--- src/rtl/centi_video_pkg.sv ---
`default_nettype none

package centi_video_pkg;

   // horizontal timing in pixels, one pixel is two clocks
   localparam int H_TOTAL     = 384;
   localparam int H_ACTIVE    = 256;
   localparam int HSYNC_START = 288;
   localparam int HSYNC_END   = 320;

   // vertical timing in lines, stands in for the vertical PROM
   localparam int V_TOTAL     = 256;
   localparam int V_ACTIVE    = 240;
   localparam int VSYNC_START = 244;
   localparam int VSYNC_END   = 248;

   localparam int H_POS_W     = 9;
   localparam int V_POS_W     = 8;
   localparam int CRAM_ADDR_W = 5;
   localparam int CRAM_DEPTH  = 32;
   localparam int COLOR_W     = 8;
   localparam int RGB_W       = 9;

   // centipede colour, active low channels with a shared intensity bit
   typedef struct packed {
      logic [3:0] pad;
      logic       intensity;
      logic       red_n;
      logic       green_n;
      logic       blue_n;
   } centi_color_t;

   // millipede colour, direct bgr with two bits of green
   typedef struct packed {
      logic [2:0] blue;
      logic [1:0] green;
      logic [2:0] red;
   } milli_color_t;

   // one colour ram word, read through either view
   typedef union packed {
      centi_color_t centi;
      milli_color_t milli;
   } color_word_t;

endpackage

`default_nettype wire

--- src/rtl/video_timing_if.sv ---
`timescale 1ns/100ps
`default_nettype none

interface video_timing_if
   import centi_video_pkg::*;
();

   logic               pix_en;
   logic [H_POS_W-1:0] h_pos;
   logic [V_POS_W-1:0] v_pos;
   logic               hblank;
   logic               vblank;
   logic               hsync;
   logic               vsync;

   // sync generator side
   modport source (output pix_en, h_pos, v_pos, hblank, vblank, hsync, vsync);

   // colour ram and palette side
   modport sink (input pix_en, h_pos, v_pos, hblank, vblank, hsync, vsync);

endinterface

`default_nettype wire

--- src/rtl/video_timing.sv ---
`timescale 1ns/100ps
`default_nettype none

module video_timing
   import centi_video_pkg::*;
(
   input  logic          s_12mhz,
   input  logic          hs_set,
   video_timing_if.source tim
);

   logic               pix_en;
   logic [H_POS_W-1:0] h_pos;
   logic [H_POS_W-1:0] h_next;
   logic [V_POS_W-1:0] v_pos;
   logic [V_POS_W-1:0] v_next;
   logic               line_end;
   logic               hblank;
   logic               vblank;
   logic               hsync;
   logic               vsync;

   // pixel strobe, 6 MHz enable from the 12 MHz clock
   always_ff @(posedge s_12mhz or posedge hs_set) begin
      if (hs_set) begin
         pix_en <= 1'b0;
      end else begin
         pix_en <= ~pix_en;
      end
   end

   // next counter values, so the decodes line up with the counters
   always_comb begin
      line_end = (h_pos == H_POS_W'(H_TOTAL - 1));
      h_next   = line_end ? '0 : h_pos + 1'b1;
      if (!line_end) begin
         v_next = v_pos;
      end else if (v_pos == V_POS_W'(V_TOTAL - 1)) begin
         v_next = '0;
      end else begin
         v_next = v_pos + 1'b1;
      end
   end

   always_ff @(posedge s_12mhz or posedge hs_set) begin
      if (hs_set) begin
         h_pos <= '0;
         v_pos <= '0;
      end else if (pix_en) begin
         h_pos <= h_next;
         v_pos <= v_next;
      end
   end

   // blanking and sync windows, registered with the counters
   always_ff @(posedge s_12mhz or posedge hs_set) begin
      if (hs_set) begin
         hblank <= 1'b0;
         vblank <= 1'b0;
         hsync  <= 1'b0;
         vsync  <= 1'b0;
      end else if (pix_en) begin
         hblank <= (h_next >= H_POS_W'(H_ACTIVE));
         vblank <= (v_next >= V_POS_W'(V_ACTIVE));
         hsync  <= (h_next >= H_POS_W'(HSYNC_START)) &&
                   (h_next <  H_POS_W'(HSYNC_END));
         // vertical sync sits inside the blanked lines
         vsync  <= (v_next >= V_POS_W'(VSYNC_START)) &&
                   (v_next <  V_POS_W'(VSYNC_END));
      end
   end

   assign tim.pix_en = pix_en;
   assign tim.h_pos  = h_pos;
   assign tim.v_pos  = v_pos;
   assign tim.hblank = hblank;
   assign tim.vblank = vblank;
   assign tim.hsync  = hsync;
   assign tim.vsync  = vsync;

endmodule

`default_nettype wire

--- src/rtl/color_ram.sv ---
`timescale 1ns/100ps
`default_nettype none

module color_ram
   import centi_video_pkg::*;
(
   input  logic                   s_12mhz,
   input  logic                   milli_i,
   input  logic                   cram_wr_i,
   input  logic [CRAM_ADDR_W-1:0] cram_addr_i,
   input  logic [COLOR_W-1:0]     cram_data_i,
   input  logic [CRAM_ADDR_W-1:0] pix_index_i,
   video_timing_if.sink           tim,
   output color_word_t            color_o
);

   color_word_t            mem [0:CRAM_DEPTH-1];
   logic [CRAM_ADDR_W-1:0] wr_addr;
   logic [COLOR_W-1:0]     wr_data;
   logic [CRAM_ADDR_W-1:0] pix_addr;
   logic [CRAM_ADDR_W-1:0] rd_addr;

   // centipede only decodes 16 entries and a 4 bit data bus
   always_comb begin
      if (milli_i) begin
         wr_addr  = cram_addr_i;
         wr_data  = cram_data_i;
         pix_addr = pix_index_i;
      end else begin
         wr_addr  = {1'b0, cram_addr_i[CRAM_ADDR_W-2:0]};
         wr_data  = {2{cram_data_i[3:0]}};
         pix_addr = {1'b0, pix_index_i[CRAM_ADDR_W-2:0]};
      end
   end

   // host port
   always_ff @(posedge s_12mhz) begin
      if (cram_wr_i) begin
         mem[wr_addr] <= wr_data;
      end
   end

   // pixel address is taken once per pixel
   always_ff @(posedge s_12mhz) begin
      if (tim.pix_en) begin
         rd_addr <= pix_addr;
      end
   end

   // registered lookup, settles before the next pixel strobe
   always_ff @(posedge s_12mhz) begin
      color_o <= mem[rd_addr];
   end

endmodule

`default_nettype wire

--- src/rtl/palette_encoder.sv ---
`timescale 1ns/100ps
`default_nettype none

module palette_encoder
   import centi_video_pkg::*;
(
   input  logic             s_12mhz,
   input  logic             hs_set,
   input  logic             milli_i,
   input  color_word_t      color_i,
   video_timing_if.sink     tim,
   output logic [RGB_W-1:0] rgb_o,
   output logic             hsync_o,
   output logic             vsync_o,
   output logic             hblank_o,
   output logic             vblank_o,
   output logic             sync_o
);

   logic [RGB_W-1:0] centi_rgb;
   logic [RGB_W-1:0] milli_rgb;
   logic [RGB_W-1:0] rgb_next;

   // one centipede gun, full on when its bit is low
   function automatic logic [2:0] centi_chan(input logic bit_n, input logic intensity);
      if (!bit_n) begin
         return 3'b111;
      end
      return intensity ? 3'b000 : 3'b011;
   endfunction

   always_comb begin
      centi_rgb = {centi_chan(color_i.centi.red_n,   color_i.centi.intensity),
                   centi_chan(color_i.centi.green_n, color_i.centi.intensity),
                   centi_chan(color_i.centi.blue_n,  color_i.centi.intensity)};
      // green gets a fixed low bit to fill three bits
      milli_rgb = ~{color_i.milli.red, color_i.milli.green, 1'b1, color_i.milli.blue};
      rgb_next  = milli_i ? milli_rgb : centi_rgb;
   end

   always_ff @(posedge s_12mhz or posedge hs_set) begin
      if (hs_set) begin
         rgb_o <= '0;
      end else if (tim.pix_en) begin
         rgb_o <= rgb_next;
      end
   end

   assign hsync_o  = tim.hsync;
   assign vsync_o  = tim.vsync;
   assign hblank_o = tim.hblank;
   assign vblank_o = tim.vblank;

   // composite sync, high outside both sync pulses
   assign sync_o = ~(tim.hsync | tim.vsync);

endmodule

`default_nettype wire

--- src/rtl/centi_video_top.sv ---
`timescale 1ns/100ps
`default_nettype none

module centi_video_top
   import centi_video_pkg::*;
(
   input  logic                   s_12mhz,
   input  logic                   hs_set,
   input  logic                   milli_i,
   input  logic                   cram_wr_i,
   input  logic [CRAM_ADDR_W-1:0] cram_addr_i,
   input  logic [COLOR_W-1:0]     cram_data_i,
   input  logic [CRAM_ADDR_W-1:0] pix_index_i,
   output logic [RGB_W-1:0]       rgb_o,
   output logic                   hsync_o,
   output logic                   vsync_o,
   output logic                   hblank_o,
   output logic                   vblank_o,
   output logic                   sync_o,
   output logic                   pix_en_o
);

   video_timing_if tim_if ();

   color_word_t color_word;

   video_timing video_timing_inst (
      .s_12mhz (s_12mhz),
      .hs_set  (hs_set),
      .tim     (tim_if.source)
   );

   color_ram color_ram_inst (
      .s_12mhz     (s_12mhz),
      .milli_i     (milli_i),
      .cram_wr_i   (cram_wr_i),
      .cram_addr_i (cram_addr_i),
      .cram_data_i (cram_data_i),
      .pix_index_i (pix_index_i),
      .tim         (tim_if.sink),
      .color_o     (color_word)
   );

   palette_encoder palette_encoder_inst (
      .s_12mhz  (s_12mhz),
      .hs_set   (hs_set),
      .milli_i  (milli_i),
      .color_i  (color_word),
      .tim      (tim_if.sink),
      .rgb_o    (rgb_o),
      .hsync_o  (hsync_o),
      .vsync_o  (vsync_o),
      .hblank_o (hblank_o),
      .vblank_o (vblank_o),
      .sync_o   (sync_o)
   );

   // pixel strobe brought out for the host side
   assign pix_en_o = tim_if.pix_en;

endmodule

`default_nettype wire

--- config.mk ---
export PLATFORM = sky130hd
export DESIGN_NAME = centi_video_top
export DESIGN_NICKNAME = d
export VERILOG_FILES = /design/src/rtl/centi_video_pkg.sv /design/src/rtl/video_timing_if.sv /design/src/rtl/video_timing.sv /design/src/rtl/color_ram.sv /design/src/rtl/palette_encoder.sv /design/src/rtl/centi_video_top.sv
export SDC_FILE = /design/constraint.sdc
export NUM_CORES = 1
export LEC_CHECK = 0
export BUFFER_PORTS_ARGS = -buffer_cell sky130_fd_sc_hd__buf_4
export CAP_MARGIN = 25
export CORE_ASPECT_RATIO = 2
export CORE_MARGIN = 4
export CORE_UTILIZATION = 60
export CTS_CLUSTER_DIAMETER = 80
export DETAILED_ROUTE_END_ITERATION = 8
export GPL_TIMING_DRIVEN = 0
export PLACE_DENSITY = 0.84
export SYNTH_ARGS = -nofsm -noshare
export SYNTH_HDL_FRONTEND = slang
export SYNTH_SLANG_ARGS = --single-unit
--- constraint.sdc ---
create_clock -name s_12mhz -period 2.5 [get_ports s_12mhz]
set_input_delay 0.5 -clock s_12mhz [delete_from_list [all_inputs] [get_ports s_12mhz]]
set_output_delay 0.5 -clock s_12mhz [all_outputs]
set_load 0.02 [all_outputs]
==> reports/metrics.yaml, run 1 <==
run_status:
  status: "finished, final reports clean"
pwr:
  clock_power_share: 0.394
  p_comb_frac: 0.031
  p_int_w: 0.00780
  p_leak_nw: 4.50
  peakVddDrop_v: 0.000690
  seqPwrFrac: 0.575
  switching_share: 0.197
  p_per_area_nw_per_um2: 727
  p_sw_w: 0.00191
finish:
  num-fill-cells: 1216
  areaGrowthSynthToFinish_pct: 12.0
  diodes: 0
  final_common_cell: "edfxtp_1"
  drive_gt1_frac: 0.246
  layout_common_cells: "edfxtp_1, mux4_2, nor2_1"
  fin_area_sq_um: 13400
  fin_nets: 713
clock_tree:
  cts_made_buffers: 25
  clk_latency_ns: 0.52
  clkSinkCount: 300
  cts_buffer_depth: 3
  cts.clk_slew.worst_paths_ns: 0.06
  h-tree-depth: 1
  cts_tree: "yes"
  clock-root-buffer: "clkbuf_16"
sta:
  skew_ns: 0.0162
  tightest_slew_ns: 0.840
  period_share: 0.919
  slew_headroom: 0.438
  slew_viol_final: 0
  final-hold-violation-count: 0
  fmax_mhz: 435
  final.min_clock_period_ns: 2.30
  fin_tns_setup_ns: 0
  rsz0062_at_grt: "no"
  setup_viol: 0
placement:
  gp_congestion: 0.964
  dp_hpwl_um: 16800
  io_buffer_count: 35
  placed_cell_area_sq_um: 12500
critical_path:
  slowest_stage: "nor2_1"
  critPathRequiredTime_ns: 2.65
  cp.arrival_ns: 2.45
  crit_family: "simple AND/OR/NAND/NOR gates"
  cp.buffers_inverters: 2
  crit_chain: "clkbuf_1, clkbuf_1, nand3_1, nor2_1"
  worstSetupEndpointType: "flop"
  critical_path.startpoint_type: "input pin"
  crit_top_cell: "clkbuf_1"
  path_class: "input pin to flop"
  critPathMaxStageDelay_ns: 0.70
  crit_fanout: 10
detailed_routing:
  routedWlPerCell_um: 25.6
  via_count: 6115
  totalWireLength_um: 24700
  routed_via_density: 6.34
  antenna_left: 0
  drtIter0Drc: 672
  remaining_drc_errors: 0
  drt_first_pass_iters: 5
synth:
  synth_nets: 649
  synth-edff-count: 261
  async_reset_ff_frac: 0.103
  ys.flop_type: "edfxtp_1"
  synth_cells: 625
  synth_area_sq_um: 11900
  ys_warn_count: 0
  yosysUniqueCellTypes: 52
  synth_seq_area_share: 0.736
  syn_area_per_cell_sq_um: 19.1
  ys_ff_latch: 300
min_path:
  hold_path.class: "input pin to flop"
global_routing:
  overflow: 0
  grt_pass1_wl_um: 38300
  antenna_found_initial: 0
  grt_pass1_vias: 6548
  grt_max_degree: 34
  grtUsageTotal: 0.229
floorplan:
  fp.coreArea_sq_um: 19500
  fp.dieH_um: 207
  die_w_um: 108
  start_util: 0.613
  num_rows: 72
  pin_count: 37
  fp.dieArea_sq_um: 22300
run:
  maxCapViolations: 0
## cells in the mapped netlist, drive strengths merged (2+ instances only)
master / instances / share of area
nand4: 8 / 0.0055
a22o: 9 / 0.0066
a21oi: 8 / 0.0034
a221oi: 8 / 0.0059
nand3: 18 / 0.0080
or3: 2 / 0.0012
o21ai: 12 / 0.0054
buf: 20 / 0.011
inv: 11 / 0.0035
mux4: 64 / 0.12
nand2: 21 / 0.0066
o2bb2ai: 2 / 0.0015
ha: 2 / 0.0021
nand3b: 2 / 0.0013
and2: 3 / 0.0016
clkbuf: 8 / 0.0025
dfxtp: 8 / 0.013
xnor2: 7 / 0.0051
edfxtp: 261 / 0.66
nor2: 44 / 0.014
mux2i: 35 / 0.029
or4: 2 / 0.0016
and3: 3 / 0.0017
mux2: 11 / 0.010
dfrtp: 31 / 0.065
nor3: 5 / 0.0025
nor2b: 7 / 0.0037
## cell families (layout without fill, tap and decap cells)
family	Yosys count	in the layout	share of synthesized area
adder cells (fa/ha/maj)	2	2	0.00210
AND/OR/NAND/NOR	118	118	0.0501
XOR/XNOR	7	7	0.00514
buffers and inverters	39	120	0.0169
AO/OA/AOI/OAI	49	49	0.0292
multiplexers	110	110	0.161
flip-flops	300	300	0.736
## layer usage
| metal | part of all wire | routed length [um] | vias to the layer above | track usage |
|---|---|---|---|---|
| met3 | 0.058 | 1420 | 73 | 0.0268 |
| met4 | 0.049 | 1200 | 0 | 0.100 |
| met5 | 0 | 0 | - | 0 |
| met1 | 0.33 | 8200 | 3091 | 0.260 |
| met2 | 0.56 | 13900 | 311 | 0.426 |
| li1 | - | - | 2640 | - |
## worst paths after layout
path,from,to,slack (ns),cells after the start
max,milli_i,color_ram_inst.mem[20][5],0.20,4
min,pix_index_i[3],color_ram_inst.rd_addr[3],0.15,1
max reg2reg,color_ram_inst.rd_addr[1],color_ram_inst.color_o[4],0.23,6
min reg2reg,color_ram_inst.color_o[2],palette_encoder_inst.rgb_o[8],0.47,1
max in group asynchronous,hs_set,video_timing_inst.tim.v_pos[1],1.56,4
min in group asynchronous,hs_set,palette_encoder_inst.rgb_o[0],0.49,3
## state kept, by name, summed over array words and instances, names as in the netlist
signal,count
video_timing_inst.tim.hsync,1
video_timing_inst.tim.v_pos,8
palette_encoder_inst.rgb_o,9
video_timing_inst.tim.vblank,1
video_timing_inst.tim.vsync,1
video_timing_inst.tim.pix_en,1
color_ram_inst.rd_addr,5
color_ram_inst.color_o,8
color_ram_inst.mem,256
video_timing_inst.tim.h_pos,9
video_timing_inst.tim.hblank,1
## through the flow
step	hold slack, ns	utilization	std cells	setup slack, ns	total power, W
final	0.152	0.686	965	0.202	0.00971
after global routing	0.139	0.686	965	0.107	0.0100
after global placement	0.456	0.643	919	-0.137	0.00596
after detailed placement	0.460	0.644	920	-0.308	0.00600
after floorplan	0.407	-	625	0.425	0.00582
after CTS	0.135	0.686	965	0.156	0.00976
## cell type report
type                            count  area (sq um)  share of cell area
Buffer                             28           160              0.0120
Clock buffer                       28           637              0.0477
Clock inverter                     16           170              0.0127
Inverter                           11          41.3             0.00309
Multi-Input combinational cell    286          2950               0.221
Sequential cell                   300          8770               0.657
Tap cell                          259           324              0.0243
Timing Repair Buffer               37           300              0.0225
## power groups by stage
stage | Combinational, W | Clock, W | Sequential, W
final | 0.000305 | 0.00382 | 0.00559
after global placement | 0.000281 | 0 | 0.00568
after floorplan | 0.000117 | 0 | 0.00570
after detailed placement | 0.000304 | 0 | 0.00569
after CTS | 0.000307 | 0.00387 | 0.00559
after global routing | 0.000328 | 0.00409 | 0.00559
## what timing repair did
item                                    CTS  global route
endpoints found under the setup margin    0             2
endpoints found under the hold margin     6             0
gates resized for setup                   0             1
hold buffers                              1             0
buffers inserted                          0             0
Power figures use the tool's default switching activity.
==> run 2, diff against run 1 <==
--- a/config.mk
+++ b/config.mk
@@ -8,7 +8,6 @@
 export BUFFER_PORTS_ARGS = -buffer_cell sky130_fd_sc_hd__buf_4
 export CAP_MARGIN = 25
 export CORE_ASPECT_RATIO = 2
-export CORE_MARGIN = 4
 export CORE_UTILIZATION = 60
 export CTS_CLUSTER_DIAMETER = 80
 export DETAILED_ROUTE_END_ITERATION = 8
==> reports/metrics.yaml, run 2 (same netlist as run 1, synthesis figures left out) <==
detailed_routing:
  antenna_left: 0  # unchanged
  routed_via_density: 6.47  # +2.1%
  wl_met2_um: 14700  # +5.8%
  drt_first_pass_iters: 6  # +1
  totalWireLength_um: 25700  # +4.1%
  wl_met1_um: 8240  # +0.51%
  remaining_drc_errors: 0  # unchanged
  routedWlPerCell_um: 26.7  # +4.3%
  drtIter0Drc: 538  # -20%
  met3_length_um: 1440  # +1.3%
  top_layer: "met4"
  via_count: 6235  # +2.0%
critical_path:
  critPathRequiredTime_ns: 2.65  # about the same
  path_class: "input pin to flop"
  r2r_setup_slack_ns: 0.21  # -0.02 ns
  cp-startpoint: "milli_i"
  r2r-end: "color_ram_inst.color_o[4]"
  slowest_stage: "nor2_1"
  critical_path.startpoint_type: "input pin"
  critPathMaxStageDelay_ns: 0.76  # +0.06 ns
  crit_chain: "clkbuf_1, clkbuf_1, nand3_1, nor2_1"
  cp.arrival_ns: 2.52  # +0.07 ns
  reg2reg_depth: 6  # unchanged
  crit_path_end: "color_ram_inst.mem[21][1]"
  timing.rr.start: "color_ram_inst.rd_addr[0]"
  crit_fanout: 10  # unchanged
  worstSetupEndpointType: "flop"
  crit_top_cell: "clkbuf_1"
sta:
  skew_ns: 0.00655  # -0.00965 ns
  tightest_slew_ns: 0.956  # +0.116 ns
  rsz0062_at_grt: "no"
  holdWs_ns: 0.146  # -0.00549 ns
  fin_tns_setup_ns: 0  # unchanged
  final.min_clock_period_ns: 2.37  # +0.0749 ns
  slew_headroom: 0.360  # -0.0777
  setup_viol: 0  # unchanged
  final-hold-violation-count: 0  # unchanged
  period_share: 0.949  # +0.0300
  fmax_mhz: 421  # -3.2%
  slew_viol_final: 0  # unchanged
global_routing:
  overflow: 0  # unchanged
  antenna_found_initial: 0  # unchanged
  grt_pass1_wl_um: 39100  # +2.1%
  grt_max_degree: 34  # unchanged
  grtUsageTotal: 0.270  # +0.0407
  grt_pass1_vias: 6657  # +1.7%
finish:
  layout_common_cells: "edfxtp_1, mux4_2, nor2_1"
  areaGrowthSynthToFinish_pct: 11.6
  largest_register_ffs: 256  # unchanged
  diodes: 0  # unchanged
  final_common_cell: "edfxtp_1"
  finalNonFillerCells: 964  # -0.10%
  fin_nets: 713  # unchanged
  drive_gt1_frac: 0.237  # -0.00958
  top_register: "color_ram_inst.mem"
  final_core_util: 0.687  # about the same
  num-fill-cells: 1180  # -3.0%
  largest_registers: "color_ram_inst.mem x256, palette_encoder_inst.rgb_o x9, video_timing_inst.tim.h_pos x9"
placement:
  gp_congestion: 0.866  # -10%
  dp_hpwl_um: 17100  # +1.9%
  place_inst: 920  # unchanged
  io_buffer_count: 35  # unchanged
run_status:
  status: "finished, final reports clean"
min_path:
  whs_path_depth: 1  # unchanged
  hold_path.class: "input pin to flop"
clock_tree:
  clock-root-buffer: "clkbuf_16"
  cts_tree: "yes"
  cts_made_buffers: 25  # unchanged
  h-tree-depth: 1  # unchanged
  cts.clk_slew.worst_paths_ns: 0.07  # about the same
  clk_latency_ns: 0.53  # about the same
  cts_setup_buffers: 0  # unchanged
  clkSinkCount: 300  # unchanged
  cts_buffer_depth: 3  # unchanged
pwr:
  p_leak_nw: 4.48  # -0.33%
  p_per_area_nw_per_um2: 720  # -1.0%
  peakVddDrop_v: 0.000614  # -11%
floorplan:
  fp.coreArea_sq_um: 19400  # -0.46%
  pin_count: 37  # unchanged
  fp.dieH_um: 201  # -2.9%
  die_w_um: 102  # -5.6%
  start_util: 0.616  # +0.00285
  fp.dieArea_sq_um: 20500  # -8.3%
  num_rows: 72  # unchanged
run:
  maxCapViolations: 0  # unchanged
[run 2: worst max-delay path: cells and delay by family]
family	cells	cell delay (ns)
simple gates	2	1.07
buf+inv	2	0.94
[run 2: power breakdown]
group          switching, W  internal, W  total, W  leakage, nW
registers         0.0000352      0.00555   0.00558         2.82
clock network       0.00165      0.00203   0.00368        0.363
logic              0.000210     0.000100  0.000311         1.29
total               0.00190      0.00768   0.00957         4.48
[run 2: worst min path at each step]
stage	start	endpoint	slack [ns]
after detailed placement	color_ram_inst.color_o[2]	palette_encoder_inst.rgb_o[8]	0.47
after floorplan	color_ram_inst.color_o[2]	palette_encoder_inst.rgb_o[8]	0.41
after global routing	pix_index_i[3]	color_ram_inst.rd_addr[3]	0.14
after CTS	pix_index_i[1]	color_ram_inst.rd_addr[1]	0.13
after global placement	color_ram_inst.color_o[2]	palette_encoder_inst.rgb_o[8]	0.44
final	pix_index_i[1]	color_ram_inst.rd_addr[1]	0.15
[run 2: layer usage]
metal  vias to the layer above  GRT usage
met5                         -          0
met4                         0      0.140
met3                        79     0.0299
met2                       320      0.500
met1                      3196      0.295
li1                       2640          -
[run 2: timing repair]
| item | in CTS | in global routing |
|---|---|---|
| gates resized for setup | 0 | 1 |
| endpoints found under the hold margin | 7 | 0 |
| hold buffers | 1 | 0 |
| setup endpoints to repair | 0 | 2 |
[run 2: layout make-up]
cell class / instances / area (sq um) / area share
clock inverters: 14 / 111 / 0.00837
flip-flops and latches: 300 / 8770 / 0.660
inverters: 11 / 41.3 / 0.00310
repair buffers: 37 / 300 / 0.0226
multi-input cells: 286 / 2950 / 0.222
plain buffers: 28 / 160 / 0.0120
clock buffers: 29 / 641 / 0.0482
well taps: 259 / 324 / 0.0244
[run 2: through the flow]
step                area (sq um)  setup slack (ns)  total power (W)
floorplan                  11900             0.425          0.00582
detailed placement         12500            -0.319          0.00600
finish                     13300             0.127          0.00957
global route               13300            0.0651          0.00979
CTS                        13300             0.154          0.00961
global placement           12500            -0.145          0.00597
